===== src/design/cache_pkg.sv =====
package cache_pkg;

    // ~~~~~~~~~~~~~~~~~~~~~~~~~~~~~~~~~~~~~~~~~~~~~~~~~~~~~~~~~~~~
    // cache storage types
    // ~~~~~~~~~~~~~~~~~~~~~~~~~~~~~~~~~~~~~~~~~~~~~~~~~~~~~~~~~~~~

    // one data word held in a cache block.
    typedef logic [31:0] data_word_t;

    // status bits kept per block.
    // dirty only means something while valid is set.
    typedef struct packed {
        logic valid;
        logic dirty;
    } status_t;

    // ~~~~~~~~~~~~~~~~~~~~~~~~~~~~~~~~~~~~~~~~~~~~~~~~~~~~~~~~~~~~
    // array enables
    // ~~~~~~~~~~~~~~~~~~~~~~~~~~~~~~~~~~~~~~~~~~~~~~~~~~~~~~~~~~~~

    // one bit per array touched in a cycle.
    // all three set together on a full lookup or a metadata write.
    typedef struct packed {
        logic tag;
        logic status;
        logic data;
    } array_enable_t;

endpackage : cache_pkg


===== src/design/load_controller.sv =====
`timescale 1ns/1ps

module load_controller #(
    parameter int OFFSET = 2,
    parameter int INDEX = 6,
    localparam int TAG = 30 - INDEX - OFFSET
) (
    input  logic clk_i,
    input  logic rst_n_i,
    input  logic stall_i,
    input  logic invalidate_i,
    // load unit side.
    input  logic request_i,
    input  logic [31:0] address_i,
    output cache_pkg::data_word_t data_o,
    output logic valid_o,
    output logic busy_o,
    // memory load channel.
    output logic load_request_o,
    output logic [31:0] load_address_o,
    input  logic load_valid_i,
    input  cache_pkg::data_word_t load_data_i,
    // memory store channel.
    output logic store_request_o,
    output logic [31:0] store_address_o,
    output cache_pkg::data_word_t store_data_o,
    // cache arrays.
    input  logic cache_hit_i,
    input  logic [TAG-1:0] cache_tag_i,
    input  logic cache_dirty_i,
    output cache_pkg::status_t cache_status_o,
    output logic [31:0] cache_address_o,
    input  cache_pkg::data_word_t cache_data_i,
    output cache_pkg::data_word_t cache_data_o,
    output cache_pkg::array_enable_t cache_read_o,
    output cache_pkg::array_enable_t cache_write_o
);

    // ~~~~~~~~~~~~~~~~~~~~~~~~~~~~~~~~~~~~~~~~~~~~~~~~~~~~~~~~~~~~
    // address view
    // ~~~~~~~~~~~~~~~~~~~~~~~~~~~~~~~~~~~~~~~~~~~~~~~~~~~~~~~~~~~~

    typedef struct packed {
        logic [TAG-1:0] tag;
        logic [INDEX-1:0] index;
        logic [OFFSET-1:0] offset;
        logic [1:0] byte_sel;
    } addr_fields_t;

    // same word, raw or split into its cache fields.
    typedef union packed {
        logic [31:0] raw;
        addr_fields_t fields;
    } addr_view_t;

    // builds the byte address of one word of a block.
    function automatic logic [31:0] word_address(
        input logic [TAG-1:0] tag,
        input logic [INDEX-1:0] index,
        input logic [OFFSET-1:0] word
    );
        addr_view_t view;
        view.fields.tag = tag;
        view.fields.index = index;
        view.fields.offset = word;
        view.fields.byte_sel = 2'b00;
        return view.raw;
    endfunction

    typedef enum logic [2:0] {
        IDLE,
        OUTCOME,
        WRITE_BACK,
        ALLOCATION_REQ,
        ALLOCATE
    } state_t;

    state_t state_q, state_d;
    logic force_state, advance;
    logic [OFFSET:0] count_q, count_d;
    logic [OFFSET-1:0] fill_q, wb_word;
    logic refill_phase, fill_en, invalidate_pending, valid_d;
    addr_view_t addr_q;
    cache_pkg::data_word_t req_word_q, req_word_d, data_d;

    // ~~~~~~~~~~~~~~~~~~~~~~~~~~~~~~~~~~~~~~~~~~~~~~~~~~~~~~~~~~~~
    // registers
    // ~~~~~~~~~~~~~~~~~~~~~~~~~~~~~~~~~~~~~~~~~~~~~~~~~~~~~~~~~~~~

    // stall freezes state and counter, except in idle or on a forced exit.
    assign advance = (state_q == IDLE) | force_state | !stall_i;

    always_ff @(posedge clk_i) begin
        if (!rst_n_i) begin
            state_q <= IDLE;
            count_q <= '0;
        end else if (advance) begin
            state_q <= state_d;
            count_q <= count_d;
        end
    end

    // refill words arrive in order, counted apart from the requests.
    assign refill_phase = (state_q == ALLOCATION_REQ) | (state_q == ALLOCATE);
    assign fill_en = refill_phase & load_valid_i;

    always_ff @(posedge clk_i) begin
        if (!rst_n_i) begin
            fill_q <= '0;
            invalidate_pending <= 1'b0;
            valid_o <= 1'b0;
        end else begin
            valid_o <= valid_d;
            if (state_q == IDLE) begin
                fill_q <= '0;
                invalidate_pending <= 1'b0;
            end else begin
                if (fill_en) begin
                    fill_q <= fill_q + 1'b1;
                end
                if (invalidate_i) begin
                    invalidate_pending <= 1'b1;
                end
            end
        end
    end

    always_ff @(posedge clk_i) begin
        if (state_q == IDLE && request_i) begin
            addr_q.raw <= address_i;
        end
        if (valid_d) begin
            data_o <= data_d;
        end
        req_word_q <= req_word_d;
    end

    // ~~~~~~~~~~~~~~~~~~~~~~~~~~~~~~~~~~~~~~~~~~~~~~~~~~~~~~~~~~~~
    // fsm
    // ~~~~~~~~~~~~~~~~~~~~~~~~~~~~~~~~~~~~~~~~~~~~~~~~~~~~~~~~~~~~

    assign busy_o = state_q != IDLE;

    // data read last cycle belongs to the word before the counter.
    assign wb_word = count_q[OFFSET-1:0] - 1'b1;
    assign store_address_o = word_address(cache_tag_i, addr_q.fields.index, wb_word);
    assign store_data_o = cache_data_i;

    // refilled block is valid and clean.
    assign cache_status_o.valid = 1'b1;
    assign cache_status_o.dirty = 1'b0;

    always_comb begin
        state_d = state_q;
        count_d = count_q;
        force_state = 1'b0;
        req_word_d = req_word_q;
        data_d = cache_data_i;
        valid_d = 1'b0;
        load_request_o = 1'b0;
        load_address_o = word_address(addr_q.fields.tag, addr_q.fields.index,
                                      count_q[OFFSET-1:0]);
        store_request_o = 1'b0;
        cache_read_o = '0;
        cache_write_o = '0;
        cache_address_o = word_address(addr_q.fields.tag, addr_q.fields.index, fill_q);
        cache_data_o = load_data_i;

        case (state_q)
            // full lookup on the incoming address.
            IDLE: begin
                cache_address_o = address_i;
                count_d = '0;
                if (request_i) begin
                    cache_read_o = '1;
                    state_d = OUTCOME;
                end
            end

            // lookup result is registered now.
            OUTCOME: begin
                if (cache_hit_i) begin
                    force_state = 1'b1;
                    state_d = IDLE;
                    valid_d = !invalidate_i;
                end else if (invalidate_i) begin
                    force_state = 1'b1;
                    state_d = IDLE;
                end else if (cache_dirty_i) begin
                    // victim word 0 first.
                    cache_read_o.data = !stall_i;
                    cache_address_o = word_address(cache_tag_i, addr_q.fields.index, '0);
                    count_d = (OFFSET + 1)'(1);
                    state_d = WRITE_BACK;
                end else begin
                    state_d = ALLOCATION_REQ;
                end
            end

            // read word n while storing word n-1.
            WRITE_BACK: begin
                store_request_o = !stall_i;
                if (!count_q[OFFSET]) begin
                    cache_read_o.data = !stall_i;
                    cache_address_o = word_address(cache_tag_i, addr_q.fields.index,
                                                   count_q[OFFSET-1:0]);
                    count_d = count_q + 1'b1;
                end else begin
                    // block fully written back, victim stays consistent.
                    count_d = '0;
                    state_d = (invalidate_i | invalidate_pending) ? IDLE : ALLOCATION_REQ;
                end
            end

            // one load per cycle, block base first.
            ALLOCATION_REQ: begin
                if (!count_q[OFFSET]) begin
                    load_request_o = !stall_i;
                    count_d = count_q + 1'b1;
                end else begin
                    state_d = ALLOCATE;
                end
            end

            // allocate only waits for the rest of the block.
            default: ;
        endcase

        // responses may already arrive while loads are still going out.
        if (fill_en) begin
            cache_write_o.data = 1'b1;
            if (fill_q == addr_q.fields.offset) begin
                req_word_d = load_data_i;
            end
            if (fill_q == '1) begin
                // tag and status only once the whole block is in.
                cache_write_o = '1;
                data_d = (addr_q.fields.offset == '1) ? load_data_i : req_word_q;
                valid_d = !(invalidate_i | invalidate_pending);
                force_state = 1'b1;
                state_d = IDLE;
            end
        end
    end

endmodule : load_controller


===== config.mk =====
export PLATFORM = sky130hd
export DESIGN_NAME = load_controller
export DESIGN_NICKNAME = d
export VERILOG_FILES = /design/src/design/cache_pkg.sv /design/src/design/load_controller.sv
export SDC_FILE = /design/constraint.sdc
export NUM_CORES = 1
export LEC_CHECK = 0
export BUFFER_PORTS_ARGS = -buffer_cell sky130_fd_sc_hd__buf_2
export CAP_MARGIN = 40
export CORE_AREA = 2 2 127 129
export DETAILED_ROUTE_END_ITERATION = 10
export DIE_AREA = 0 0 129 131
export PLACE_DENSITY_LB_ADDON = 0.2
export SLEW_MARGIN = 20
export SYNTH_ARGS = -nofsm -noshare
export SYNTH_HDL_FRONTEND = slang
export SYNTH_SLANG_ARGS = --single-unit

===== constraint.sdc =====
create_clock -name clk_i -period 8.3 [get_ports clk_i]
set_input_delay 0.415 -clock clk_i [delete_from_list [all_inputs] [get_ports clk_i]]
set_output_delay 0.415 -clock clk_i [all_outputs]
set_load 0.05 [all_outputs]

# Yosys cells after proc, flatten, opt, wreduce, memory -nomap -nowiden
# Cells that the tools add are included.
# word_totals
register_bits,106
in_bits,126
elab_cells,84
# classes
add_sub_neg,3
n_eq_ne,11
mux,44
bitwise_logic,6
n_reduce_logical,11
# ops
cell,n
2-to-1 mux 32 bit,7
case mux 32 bit (3 select lines),1
2-to-1 mux 3 bit,15
case mux 3 bit (4 select lines),2
2-to-1 mux 1 bit,16
"inequality test 2 bit, second input constant",4
"equality test 3 x 2 -> 1 bit, second input constant",2
AND reduction 6 bit,1
AND reduction 5 bit,1
"equality test 2 bit, second input constant",2
2-to-1 mux 2 bit,2
OR 1 bit,4
nonzero test 4 bit,1
"adder 3 x 1 -> 3 bit, second input constant",1
"equality test 3 x 1 -> 1 bit, second input constant",1
"equality test 3 bit, second input constant",1
zero test 1 bit,3
zero test 3 bit,1
case mux 1 bit (3 select lines),1
nonzero test 3 bit,1
"adder 2 x 1 -> 2 bit, second input constant",1
equality test 2 bit,1
AND reduction 2 bit,1
OR reduction 2 bit,1
other kinds (4),4

# Depth between registers and ports, before layout
# logic_depth
word_depth,8
ltp_mapped,8

# Least setup slack after synthesis
# No wires, ideal clock.
# synth_path
path_type,input-to-reg
from,in load_valid_i
to,reg req_word_q[0] (enable)
t_arrival_ps,3150
t_required_ps,7839
path_slack_ps,4689
path_stages,3
path_buffers,0
cell_sequence,nor4bb_1 nor2_1 nor3_1
# synth_via
elab_chain_cells,2
# synth_lines
item,line,text
from (decl),load_controller.sv:21,"input logic load_valid_i,"
bitwise AND 1 bit,load_controller.sv:105,assign fill_en = refill_phase & load_valid_i;
AND reduction 2 bit (no source line),n/a,
to (signal assigned),load_controller.sv:135,req_word_q <= req_word_d;
to (decl),load_controller.sv:84,"cache_pkg::data_word_t req_word_q, req_word_d, data_d;"
# Every way passes these cells.
# A chain may end at the register's enable or synchronous reset.

# Final worst setup path
# layout_path
from,reg state_q[2]
to,reg data_o[9] (enable)
# layout_via
elab_chain_cells,4
word_cells_on_any_way,8
# layout_lines
item,line,text
from (decl),load_controller.sv:78,"state_t state_q, state_d;"
from (signal assigned),load_controller.sv:98,state_q <= state_d;
"equality test 3 x 1 -> 1 bit, or another cell as far along",load_controller.sv:169,case (state_q)
2-to-1 mux 1 bit / OR 1 bit (equally long branches),"load_controller.sv:169, load_controller.sv:104",
2-to-1 mux 1 bit / bitwise AND 1 bit (equally long branches),"load_controller.sv:235, load_controller.sv:105",
2-to-1 mux 1 bit *,load_controller.sv:230,if (fill_en) begin
net valid_d,load_controller.sv:82,"logic refill_phase, fill_en, invalidate_pending, valid_d;"
to (signal assigned),load_controller.sv:133,data_o <= data_d;
to (decl),load_controller.sv:15,"output cache_pkg::data_word_t data_o,"
# The timed path passes the listed nets; every way through them passes the cells marked *.

==> reports/qor.txt <==
Peak VDD IR = 0.00008588 V
CTS root buffer = clkbuf_16
WHS = 0.2574 ns
CTS clk-pin slew, worst paths = 0.08 ns
cell family with most CP delay = buffers and inverters
Hold Path Stages = 1
Leak Pwr = 3.219 nW
run status = finished clean
dominant cell by count in the synthesized netlist = buf_4
r2r endpoint = data_o[9]
Num Clock Sinks = 104
Endpoint, Worst Hold = addr_q[17]
number of distinct library cells after synthesis = 46
CTS tree = yes
max_cap viols = 0
total congestion overflow = 0
Worst Setup End Kind = flop
f_max = 0.3183 GHz
Post-Syn Area = 0.005751 sq mm
die area = 0.01690 sq mm
Die W = 129 um
HPWL Detailed = 11400 um
drt pass-1 iters = 4
setup TNS = 0 ns
yosys warns = 0
via/cell ratio = 4.702
WL/cell = 16.29 um
post-CTS setup repair buffer count = 0
register area share after synthesis = 0.5257
fin. max-slew vios = 0
Slew Limit Headroom = 0.5264
Hold Vio Cnt, Final = 0
multi-input logic area = 0.001628 sq mm
Inserted Clock Buffers = 9
count of input and output buffers = 323
Hold Path Origin = address_i[17]
clock buffer depth = 2
Total Routing Usage GR = 0.1639
FF+latch count, synth = 104
hold buffers post-CTS = 0
most common library cells after synthesis = buf_4 (132), edfxtp_1 (94), nor2_1 (47)
Fill cells = 1486
Hold Crit Class = in2reg
Synth Area per Inst = 11.50 sq um
layout cells sized above 1 = 0.5201
CP max-delay cell = dfxtp_1
Core ar. = 0.01560 sq mm
final wirelength = 14870 um
clk_lat worst skew = 0.34 ns
CTS HTree Levels = 3
Worst R2R Path Depth = 6
DRT iter0 DRCs = 254
RSZ-0062 raised after global routing = false
drc violations = 0
Arrival @ worst endpoint = 3.19 ns
Synth top area share = 0.4909
row cnt = 46
Critical Path Source Type = flop
Initial Utilization = 0.3687
post-CTS resize count = 0
main flop type after synthesis = edfxtp_1
R2R setup slack = 5.16 ns
via total after detailed routing = 4293
Crit Path Max Fanout = 71
synthesis-to-finish area growth = 20.82%
PD cells = 200.5 mW/mm^2
post-route ant nets = 0
Worst Max-Slew Pin Slew = 0.7095 ns
clk_skew = 0.01143 ns
initial antenna violation count = 2
WP buf/inv = 2
first-pass GRT wire length = 21240 um
Setup Viol. Count Final = 0
Crit Path Class = reg2reg
crit-path cells = nor4bb_1 -> o21a_2 -> buf_4 -> nand2b_1 -> a21oi_4 -> buf_16
required time worst endpoint = 8.35 ns
FF/Latch Area = 0.003023 sq mm
Util after Layout = 0.4455
Die H = 131 um
slowest stage delay, CP = 0.74 ns
FFs w/ async S/R, synth = 0
launching point of the worst reg2reg path = state_q[2]
Worst path depth = 6
Synth area leader = edfxtp_1
RePlAce Congestion = 0.8151
Min Clock Period, post-route = 3.142 ns
design area = 0.006948 sq mm
Syn Inst Count = 500
I/O Pins = 330
Final nets = 819
number of global-route vias before repair = 4054
crit path from = state_q[2]
Placed Instances = 896
pin count of the biggest net entering global routing = 72
Placed Area = 0.006666 sq mm
most area-consuming cells after synthesis = edfxtp_1 (49%), buf_4 (17%), mux2i_1 (6.3%)
final cell count without fillers = 913
EDFF count, synth = 94
period utilization = 0.3785
==> report_power, final <==
part / leakage [nW] / internal [mW] / total [mW] / switching, mW
combinational: 2.14 / 0.0962 / 0.386 / 0.290
clock: 0.130 / 0.208 / 0.409 / 0.201
sequential: 0.947 / 0.588 / 0.598 / 0.0104
total: 3.22 / 0.892 / 1.39 / 0.501
==> per-stage QoR <==
step	total power, mW	worst slack, ns
CTS	1.411	5.142
finish	1.393	5.158
floorplan	0.9350	4.689
global placement	0.9933	5.000
detailed placement	0.9979	5.154
global route	1.445	4.877
==> state kept, by name, indices dropped and copies added (netlist names) <==
register,count
addr_q,30
count_q,3
data_o,32
fill_q,2
invalidate_pending,1
req_word_q,32
state_q,3
valid_o,1
==> cell usage in the layout (no fill, tap or decap), drive strengths merged, types with 7 or more instances in the layout <==
cell type | synthesis | layout
mux2i | 36 | 36
nor2b | 26 | 26
a21oi | 37 | 37
and3 | 7 | 7
dfxtp | 10 | 10
clkbuf | 8 | 10
edfxtp | 94 | 94
inv | 9 | 12
nor2 | 47 | 47
a221o | 22 | 22
buf | 147 | 331
nand2 | 7 | 7
==> worst reg2reg max path: cells and delay by family (launching register included) <==
family	cells	cell delay [ns]
simple gates	2	0.60
flops	1	0.74
compound gates	2	0.73
buf+inv	2	0.77
==> kinds of logic after synthesis <==
kind of cell / count (synthesis) / share of synthesized area
adders and majority gates: 2 / 0.004351
buffers and inverters: 164 / 0.1982
DFF: 104 / 0.5257
muxes: 42 / 0.07441
xor gates and xnor gates: 3 / 0.004570
AOI/OAI and AO/OA: 81 / 0.1018
and+or+nand+nor: 102 / 0.08964
other: 2 / 0.001306
==> layer usage <==
layer,up-vias,part of all wire,GRT usage
met4,2,0.014,0.05691
met3,17,0.088,0.04520
met2,232,0.50,0.2882
met5,-,0.00087,0
li1,2040,-,-
met1,2002,0.39,0.1936
==> final cells by class <==
cell class,count,area share
sequential,104,0.4351
inverter,9,0.004862
timing repair buffer,331,0.2464
tap,216,0.03890
antenna,1,0.0003602
multi-input combinational,236,0.2343
clock inverter,6,0.007203
clock buffer,10,0.03296
==> worst max-delay path by stage <==
stage,to,slack [ns]
global route,data_o[1],4.88
floorplan,req_word_q[0],4.69
CTS,data_o[1],5.14
global placement,data_o[7],5.00
detailed placement,data_o[5],5.15
finish,data_o[9],5.16
(Power assumes the default switching activity.)
