File: config.mk
export PLATFORM = sky130hd
export DESIGN_NAME = memory_port
export DESIGN_NICKNAME = d
export VERILOG_FILES = /design/src/design/cache_pkg.sv /design/src/design/mem_bus_pkg.sv /design/src/design/memory_port.sv
export SDC_FILE = /design/constraint.sdc
export NUM_CORES = 1
export LEC_CHECK = 0
export BUFFER_PORTS_ARGS = -buffer_cell sky130_fd_sc_hd__buf_2
export CAP_MARGIN = 20
export CORE_MARGIN = 2
export CORE_UTILIZATION = 62
export DETAILED_ROUTE_END_ITERATION = 8
export PLACE_DENSITY = 0.83
export SLEW_MARGIN = 5
export SYNTH_ARGS = -nofsm -noshare
export SYNTH_HDL_FRONTEND = slang
export SYNTH_SLANG_ARGS = --single-unit
File: constraint.sdc
create_clock -name clk_i -period 4.7 [get_ports clk_i]
set_input_delay 0.47 -clock clk_i [delete_from_list [all_inputs] [get_ports clk_i]]
set_output_delay 0.47 -clock clk_i [all_outputs]
set_load 0.02 [all_outputs]
File: src/design/cache_pkg.sv
package cache_pkg;

    // ~~~~~~~~~~~~~~~~~~~~~~~~~~~~~~~~~~~~~~~~~~~~~~~~~~~~~~~~~~~~
    // cache storage types
    // ~~~~~~~~~~~~~~~~~~~~~~~~~~~~~~~~~~~~~~~~~~~~~~~~~~~~~~~~~~~~

    // one data word held in a cache block.
    typedef logic [31:0] data_word_t;

    // status bits kept per block.
    // dirty only means something while valid is set.
    typedef struct packed {
        logic valid;
        logic dirty;
    } status_t;

    // ~~~~~~~~~~~~~~~~~~~~~~~~~~~~~~~~~~~~~~~~~~~~~~~~~~~~~~~~~~~~
    // array enables
    // ~~~~~~~~~~~~~~~~~~~~~~~~~~~~~~~~~~~~~~~~~~~~~~~~~~~~~~~~~~~~

    // one bit per array touched in a cycle.
    // all three set together on a full lookup or a metadata write.
    typedef struct packed {
        logic tag;
        logic status;
        logic data;
    } array_enable_t;

endpackage : cache_pkg

File: src/design/mem_bus_pkg.sv
package mem_bus_pkg;

    // byte address on the external bus, always word aligned.
    typedef logic [31:0] bus_addr_t;

    // data word on the external bus.
    typedef logic [31:0] bus_word_t;

    // kind of a queued bus request.
    typedef enum logic {
        BUS_LOAD  = 1'b0,
        BUS_STORE = 1'b1
    } bus_kind_t;

endpackage : mem_bus_pkg

File: src/design/memory_port.sv
`timescale 1ns/1ps

module memory_port #(
    parameter int QUEUE_DEPTH = 8
) (
    input  logic clk_i,
    input  logic rst_n_i,
    // controller channels.
    input  logic load_request_i,
    input  mem_bus_pkg::bus_addr_t load_address_i,
    input  logic store_request_i,
    input  mem_bus_pkg::bus_addr_t store_address_i,
    input  cache_pkg::data_word_t store_data_i,
    output logic load_valid_o,
    output cache_pkg::data_word_t load_data_o,
    // external word bus.
    output logic mem_req_o,
    output logic mem_we_o,
    output mem_bus_pkg::bus_addr_t mem_addr_o,
    output mem_bus_pkg::bus_word_t mem_wdata_o,
    input  logic mem_rvalid_i,
    input  mem_bus_pkg::bus_word_t mem_rdata_i
);

    localparam int PTR_W = $clog2(QUEUE_DEPTH);

    typedef struct packed {
        mem_bus_pkg::bus_kind_t kind;
        mem_bus_pkg::bus_addr_t addr;
        cache_pkg::data_word_t data;
    } entry_t;

    entry_t queue_q [QUEUE_DEPTH];
    entry_t head, store_entry, load_entry;
    logic [PTR_W-1:0] head_q, tail_q, tail_next;
    logic [PTR_W:0] count_q;
    logic [1:0] push_cnt;
    logic pop;

    assign store_entry = '{kind: mem_bus_pkg::BUS_STORE, addr: store_address_i,
                           data: store_data_i};
    assign load_entry = '{kind: mem_bus_pkg::BUS_LOAD, addr: load_address_i, data: '0};

    // ~~~~~~~~~~~~~~~~~~~~~~~~~~~~~~~~~~~~~~~~~~~~~~~~~~~~~~~~~~~~
    // request queue
    // ~~~~~~~~~~~~~~~~~~~~~~~~~~~~~~~~~~~~~~~~~~~~~~~~~~~~~~~~~~~~

    assign push_cnt = {1'b0, store_request_i} + {1'b0, load_request_i};
    assign tail_next = tail_q + 1'b1;
    assign pop = count_q != '0;

    // store goes in ahead of a load from the same cycle.
    always_ff @(posedge clk_i) begin
        if (store_request_i) begin
            queue_q[tail_q] <= store_entry;
        end
        if (load_request_i) begin
            queue_q[store_request_i ? tail_next : tail_q] <= load_entry;
        end
    end

    always_ff @(posedge clk_i) begin
        if (!rst_n_i) begin
            head_q <= '0;
            tail_q <= '0;
            count_q <= '0;
        end else begin
            tail_q <= tail_q + PTR_W'(push_cnt);
            head_q <= head_q + PTR_W'(pop);
            count_q <= count_q + (PTR_W + 1)'(push_cnt) - (PTR_W + 1)'(pop);
        end
    end

    // ~~~~~~~~~~~~~~~~~~~~~~~~~~~~~~~~~~~~~~~~~~~~~~~~~~~~~~~~~~~~
    // bus side
    // ~~~~~~~~~~~~~~~~~~~~~~~~~~~~~~~~~~~~~~~~~~~~~~~~~~~~~~~~~~~~

    // head issues every cycle, memory never pushes back.
    assign head = queue_q[head_q];
    assign mem_req_o = pop;
    assign mem_we_o = head.kind == mem_bus_pkg::BUS_STORE;
    assign mem_addr_o = head.addr;
    assign mem_wdata_o = head.data;

    // in-order responses, straight to the controller.
    assign load_valid_o = mem_rvalid_i;
    assign load_data_o = mem_rdata_i;

endmodule : memory_port

### Word level (Yosys, flattened, before mapping)

Memories as Yosys holds them, arrays and structs flattened. A register that Yosys moved wholly into a read port is not among the register bits.
Index checks and enable logic that the tools add are counted.

| storage, ports and cells | value |
|---|---|
| logic and storage cells | 17 |
| bits in registers | 10 |
| output and inout bits | 99 |
| bits in read-only memories | 0 |
| bits in latches | 0 |
| bits of input ports | 133 |
| memories kept | 1 |
| memory bits (writable) | 520 |

| operators by class | value |
|---|---|
| multiply operators | 0 |
| muxes and demuxes | 6 |
| equality and inequality tests | 0 |
| magnitude comparators | 0 |
| reduce and logical (&&, ||, !) cells | 1 |
| divide/modulo/power cells | 0 |
| $add $sub $neg | 6 |
| shift operators | 0 |
| bitwise logic cells | 0 |

Memory list:

| memory | depth | width | read ports | clocked after Yosys merged registers in | wr ports | line | RTL |
|---|---|---|---|---|---|---|---|
| queue_q | 8 | 65 | 1 | 1 | 2 | memory_port.sv:33 | `entry_t queue_q [QUEUE_DEPTH];` |

Operator list:

| operator | number |
|---|---|
| two-way mux 3 bit | 2 |
| adder 4 x 2 -> 4 bit | 1 |
| two-way mux 1 bit | 4 |
| nonzero test 4 bit | 1 |
| subtractor 4 x 1 -> 4 bit | 1 |
| adder 3 x 1 -> 3 bit | 1 |
| adder 3 x 1 -> 3 bit (second input constant) | 1 |
| adder 3 x 2 -> 3 bit | 1 |
| adder 1 x 1 -> 2 bit | 1 |

### Depth between registers and ports, before layout

Gate-level depths: netlist of run 1.

| logic depth | value |
|---|---|
| depth in word-level cells | 3 |
| depth in mapped cells | 8 |
| depth with buffers taken out | 8 |

### Least setup slack after synthesis of run 1

OpenSTA, ideal clock, no wires.

| timing | value |
|---|---|
| path kind | reg-to-reg |
| from | register tail_q[1] |
| to | memory queue_q[1][32] in the netlist's numbering, enable pin |
| stages on the path, launching flop included | 5 |
| period minus slack after synthesis | 2.551 ns |
| required time | 4.325 ns |
| library setup time | 0.375 ns |
| buffers on the path | 0 |
| data arrival time | 2.176 ns |
| setup slack | 2.149 ns |
| path through | dfxtp_1 ha_1 or4b_4 a311oi_4 or2_2 |

RTL lines:

| item | line | RTL |
|---|---|---|
| from (decl) | memory_port.sv:35 | `logic [PTR_W-1:0] head_q, tail_q, tail_next;` |
| from (signal assigned) | memory_port.sv:68 | `tail_q <= tail_q + PTR_W'(push_cnt);` |
| to (decl) | memory_port.sv:33 |  |

==> results of run 1 <==
-- worst reg2reg max path, delay by kind of cell, from the launching register on --
| kind | cells | cell delay [ps] |
|---|---|---|
| AOI/OAI and AO/OA | 1 | 330 |
| adders and majority gates | 1 | 450 |
| buffers and inverters | 1 | 540 |
| DFF | 1 | 840 |
| and+or+nand+nor | 2 | 1030 |
-- registers in the layout (all words and copies together), names as in the netlist --
| name | count |
|---|---|
| queue_q | 520 |
| head_q | 3 |
| tail_q | 3 |
| count_q | 4 |
-- cells by family after synthesis --
family / count (synthesis)
AND/OR/NAND/NOR: 585
flip-flops: 530
AO/OA/AOI/OAI: 522
buffers and inverters: 346
multiplexers: 196
adder cells (fa/ha/maj): 11
XOR/XNOR: 6
-- where the power goes --
group          total, W  switching [W]  internal, W  leakage [nW]
sequential      0.00656       0.000610      0.00595          4.68
clock           0.00381        0.00172      0.00209         0.731
combinational   0.00542        0.00296      0.00246          3.94
total            0.0158        0.00529       0.0105          9.35
-- layer usage --
metal	wire [um]	up-vias	GRT usage [%]
li1	-	8018	-
met1	24000	9248	40.3
met2	34300	1409	54.4
met3	8770	208	7.32
met4	2430	12	14.1
met5	77	-	0
-- how the worst max path moves through the flow --
stage | endpoint | start
after floorplan | queue_q[1][32]$_DFFE_PP_ | tail_q[1]$_SDFF_PN0_
after global placement | queue_q[0][38]$_DFFE_PP_ | tail_q[0]$_SDFF_PN0_
after detailed placement | queue_q[6][63]$_DFFE_PP_ | tail_q[0]$_SDFF_PN0_
after CTS | mem_wdata_o[15] | head_q[1]$_SDFF_PN0_
after global routing | queue_q[7][63]$_DFFE_PP_ | tail_q[0]$_SDFF_PN0_
final | queue_q[7][63]$_DFFE_PP_ | tail_q[0]$_SDFF_PN0_
-- metrics by stage --
step | total power [W] | hold slack [ps] | instances | instance area (um2)
floorplan | 0.0105 | 431 | 2196 | 25300
detailed placement | 0.0120 | 444 | 2593 | 25600
CTS | 0.0157 | 163 | 2681 | 27100
global placement | 0.0117 | 438 | 2593 | 25600
global route | 0.0164 | 186 | 2689 | 27100
finish | 0.0158 | 179 | 2692 | 27200
-- synthesized netlist by cell type (all sizes together) (2+ instances only) --
| cell type | n | area [um2] |
|---|---|---|
| or4bb | 2 | 22.5 |
| mux2 | 65 | 732 |
| nor3b | 2 | 15.0 |
| ha | 9 | 113 |
| dfxtp | 274 | 5490 |
| xnor2 | 2 | 17.5 |
| nor2b | 2 | 12.5 |
| xor2 | 4 | 42.6 |
| inv | 8 | 30.0 |
| nand2 | 513 | 1930 |
| nor4bb | 2 | 20.0 |
| and2 | 8 | 50.1 |
| nand4 | 2 | 12.5 |
| nand3 | 4 | 25.0 |
| nand4bb | 4 | 45.0 |
| and4b | 3 | 30.0 |
| nor2 | 18 | 67.6 |
| a311oi | 8 | 143 |
| clkbuf | 82 | 308 |
| nand4b | 6 | 52.6 |
| a32o | 256 | 2560 |
| or3b | 2 | 17.5 |
| fa | 2 | 40.0 |
| edfxtp | 256 | 7690 |
| or2 | 9 | 56.3 |
| buf | 256 | 1430 |
| mux4 | 130 | 2930 |
| or4b | 2 | 23.8 |
| a21oi | 257 | 1360 |
-- layout make-up --
type / instances / area share (%)
diodes: 9 / 0.0829
clock buffers: 71 / 5.21
clock inverters: 17 / 0.299
inverters: 8 / 0.111
multi-input cells: 1320 / 38.8
flip-flops and latches: 530 / 48.5
well taps: 532 / 2.45
repair buffers: 205 / 4.54
==> metrics.cfg, run 1 <==
[floorplanning]
die_y_um = 206
die_area_mm2 = 0.0425
rows = 74
die_x_um = 206
core_mm2 = 0.0406
num_io_pins = 232
start_util_pct = 62.4

[synth]
synth_edf_count = 256
synth_top_family_by_area = compound AO/OA/AOI/OAI gates
yosysUniqueCellTypes = 46
synthesis.nets = 2340
synth_flop_cell = dfxtp_1
synth-xor-area-share_pct = 0.237
yosysSeqAreaShare_pct = 52.0
synth_area_mm2 = 0.0253
synthMuxAreaShare_pct = 14.5
syn_inst = 2196
yosys_warnings = 0
yosys.area_share.adder_pct = 0.603
synth.avg_cell_area_um2 = 11.5
synth_compound_area_share_pct = 16.1
synth-async-reset-ratio_pct = 0
yosys.area_share.simple_pct = 9.58
ys_ff_latch = 530

[worst_setup_path]
regToRegEndpoint = queue_q[7][63]$_DFFE_PP_
critPathSlowestCell = dfxtp_1
critPathKind = register to register
crit_chain = ha_1 > nand4b_1 > nand3_2 > buf_4 > a32o_1
r2r-start = tail_q[0]$_SDFF_PN0_
reg2reg_depth = 5
cp_top_family = simple AND/OR/NAND/NOR gates
cp.depth = 5
cpPeakStageDelay_ps = 840
cp.arrival_ps = 3770
end_kind = register
cp_max_fo = 37
cp-start-kind = register
cp_num_buf_inv = 1
rrSetupSlack_ps = 1270
required_ps = 5030

[sta]
hold_viol_final = 0
max_slew.worst_pin.slew_ps = 1090
setup_viol = 0
slew_violations = 0
fin_setup_tns_ps = 0
period_needed_ps = 3430
fmax_mhz = 291
fin_ws_ps = 1270
fin_skew_ps = 11.0
relSlewSlack_pct = 27.6
period_share_pct = 73.0
grt_setup_unrepaired = false

[power_and_ir_drop]
irDropWorstVdd_v = 0.000388
p_leak_nw = 9.35
p_per_area_mw_per_mm2 = 581

[clock_tree]
cts.clk_slew.worst_paths_ps = 70
cts_buffers = 52
cts_setup_buffers = 0
cts_tree = built
cts_root_buffer = clkbuf_16
htree_levels = 2
clk_latency_ps = 600
cts.sinks = 530
cts_resized = 0
clk_path_buf_depth = 3
hold_buffers = 0

[drt]
drt_iter0_drc = 2647
firstDrtPassIters = 6
wl_per_cell_um = 25.8
vias_per_cell = 7.02
vias = 18900
antenna_left = 0
wirelength_um = 69600
drc = 0

[global_route]
grt_start_max_net_pins = 75
grtUsageTotal_pct = 32.4
first_global_vias = 18800
antenna_found_initial = 13
grt-ovfl-total = 0
grt_pass1_wl_um = 105000

[final_layout]
drive_gt1_share_pct = 24.3
multi_input_area_mm2 = 0.0105
syn_to_final_growth_pct = 7.26
nets = 2261
layout_common_cells = 513 x nand2_1, 271 x dfxtp_1, 256 x a32o_1, 256 x edfxtp_1, 237 x a21oi_1
final_core_util_pct = 67.0
final_common_cell = nand2_1
num-fill-cells = 2796
seq_area_mm2 = 0.0132

[min_path]
hold_depth = 3
hold_start = store_data_i[28]
holdPathEnd = queue_q[7][28]$_SDFFE_PP0N_
min_path_type = input pin to register

[placement]
pre_cts_ws_ps = 1360
portBuffers = 165
dp_hpwl_um = 37200
gp_congestion = 0.797

[run]
maxCapViolCount = 0

[run_status]
status = finished clean

(Power assumes the default switching activity.)
==> run 2, diff against run 1 <==
--- a/config.mk
+++ b/config.mk
@@ -8,9 +8,9 @@
 export BUFFER_PORTS_ARGS = -buffer_cell sky130_fd_sc_hd__buf_2
 export CAP_MARGIN = 20
 export CORE_MARGIN = 2
-export CORE_UTILIZATION = 62
+export CORE_UTILIZATION = 60
 export DETAILED_ROUTE_END_ITERATION = 8
-export PLACE_DENSITY = 0.83
+export PLACE_DENSITY = 0.8
 export SLEW_MARGIN = 5
 export SYNTH_ARGS = -nofsm -noshare
 export SYNTH_HDL_FRONTEND = slang
==> constraint.sdc (replaced) <==
create_clock -name clk_i -period 3.55 [get_ports clk_i]
set_input_delay 0.355 -clock clk_i [delete_from_list [all_inputs] [get_ports clk_i]]
set_output_delay 0.355 -clock clk_i [all_outputs]
set_load 0.02 [all_outputs]
==> run 2 against run 1 <==
Net effect:
- core utilization fell by 0.97 points
- sequential share of layout area fell by 0.71 points
- critical path type is now register to output port
- register-to-register slack got worse by 610 ps
- setup slack got worse by 810 ps
- critical endpoint is now mem_wdata_o[6]
==> metrics.cfg, run 2 (same netlist as run 1, synthesis figures left out) <==
[worst_setup_path]
cp-start-kind = register
end_kind = output port
cp_max_fo = 46  ; +24%
cp.arrival_ps = 2740  ; -1030 ps
required_ps = 3190  ; -1840 ps
critPathKind = register to output port

[global_route]
first_global_vias = 19100  ; +1.9%
grtUsageTotal_pct = 32.5  ; +0.15 points
antenna_found_initial = 21  ; +8
grt-ovfl-total = 0  ; unchanged
grt_start_max_net_pins = 129  ; +72%
grt_pass1_wl_um = 109000  ; +3.8%

[floorplanning]
die_x_um = 209  ; +1.6%
num_io_pins = 232  ; unchanged
rows = 75  ; +1.4%
start_util_pct = 60.6  ; -1.8 points
die_y_um = 209  ; +1.6%
die_area_mm2 = 0.0439  ; +3.3%
core_mm2 = 0.0418  ; +3.0%

[clock_tree]
cts_resized = 0  ; unchanged
cts_setup_buffers = 0  ; unchanged
clk_path_buf_depth = 3  ; unchanged
htree_levels = 2  ; unchanged
cts.sinks = 530  ; unchanged
clk_latency_ps = 610  ; about the same
cts_root_buffer = clkbuf_16
cts.clk_slew.worst_paths_ps = 70  ; about the same
cts_tree = built
cts_buffers = 54  ; +3.8%
hold_buffers = 0  ; unchanged

[sta]
fin_skew_ps = 11.3  ; +0.381 ps
period_needed_ps = 3090
fin_setup_tns_ps = 0  ; unchanged
fmax_mhz = 323
period_share_pct = 87.1
max_slew.worst_pin.slew_ps = 1150  ; +60.1 ps
hold_viol_final = 0  ; unchanged
setup_viol = 0  ; unchanged
slew_violations = 0  ; unchanged
fin_ws_ps = 457  ; -811 ps
relSlewSlack_pct = 23.6  ; -4.0 points
grt_setup_unrepaired = false

[final_layout]
largest_reg_flops = 520  ; unchanged
largestRegisters = queue_q x520, count_q x4
nets = 2270  ; +0.40%
layout_common_cells = 513 x nand2_1, 271 x dfxtp_1, 256 x a32o_1, 256 x edfxtp_1, 237 x a21oi_1
seq_area_mm2 = 0.0132  ; unchanged
num-fill-cells = 2958  ; +5.8%
drive_gt1_share_pct = 25.2  ; +0.85 points
final_common_cell = nand2_1
syn_to_final_growth_pct = 8.85
multi_input_area_mm2 = 0.0105  ; about the same
top_register = queue_q

[placement]
pre_cts_ws_ps = 629  ; -734 ps
portBuffers = 165  ; unchanged
gp_congestion = 0.777  ; -2.5%
dp_hpwl_um = 37100  ; -0.41%

[drt]
wl_per_cell_um = 26.6  ; +3.1%
drc = 0  ; unchanged
wirelength_um = 72400  ; +4.2%
firstDrtPassIters = 6  ; unchanged
drt_iter0_drc = 2831  ; +7.0%
vias_per_cell = 7.01  ; -0.13%
antenna_left = 0  ; unchanged
vias = 19100  ; +0.91%

[power_and_ir_drop]
p_leak_nw = 9.53  ; +1.9%
irDropWorstVdd_v = 0.000442  ; +14%
p_total_w = 0.0216  ; +37%
p_per_area_mw_per_mm2 = 785  ; +35%

[run]
maxCapViolCount = 0  ; unchanged

[run_status]
status = finished clean

[min_path]
min_path_type = input pin to register

## run 2: area by class of cell
type                            count  area share [%]
Timing Repair Buffer              212            5.05
Antenna cell                       15           0.136
Tap cell                          539            2.45
Sequential cell                   530            47.8
Clock inverter                     25           0.822
Inverter                            8           0.109
Multi-Input combinational cell   1320            38.2
Clock buffer                       71            5.39
## run 2: worst max-delay path: stages, from the launching register on
cell	delay, ps
dfxtp_4	640
buf_12	390
mux4_2	560
mux2_2	330
buf_2	180
## run 2: final timing paths
path	endpoint	slack [ps]	cells past startpoint	from
max	mem_wdata_o[6]	460	4	head_q[0]$_SDFF_PN0_
min	queue_q[0][27]$_SDFFE_PP0N_	60	3	store_data_i[27]
max reg2reg	queue_q[1][51]$_DFFE_PP_	660	4	tail_q[0]$_SDFF_PN0_
min reg2reg	queue_q[1][28]$_SDFFE_PP0N_	450	2	queue_q[1][28]$_SDFFE_PP0N_
## run 2: report_power, final
| group | switching, W | internal, W |
|---|---|---|
| Combinational | 0.00403 | 0.00334 |
| Sequential | 0.000777 | 0.00787 |
| Clock | 0.00240 | 0.00322 |
| Total | 0.00721 | 0.0144 |
## run 2: metrics by stage
| stage | area (um2) | instances | hold slack (ps) | util (%) |
|---|---|---|---|---|
| floorplan | 25300 | 2196 | 431 | - |
| global placement | 25800 | 2609 | 438 | 61.8 |
| detailed placement | 25800 | 2609 | 443 | 61.8 |
| CTS | 27500 | 2705 | 32.6 | 65.9 |
| global route | 27600 | 2717 | 59.4 | 66.0 |
| finish | 27600 | 2720 | 57.6 | 66.0 |
## run 2: routing by layer
metal	up-vias	track usage, %	part of all wire, %
met3	227	7.27	12
met5	-	0	0.088
met2	1403	53.4	49
met4	10	16.7	4.1
li1	8040	-	-
met1	9386	40.8	35
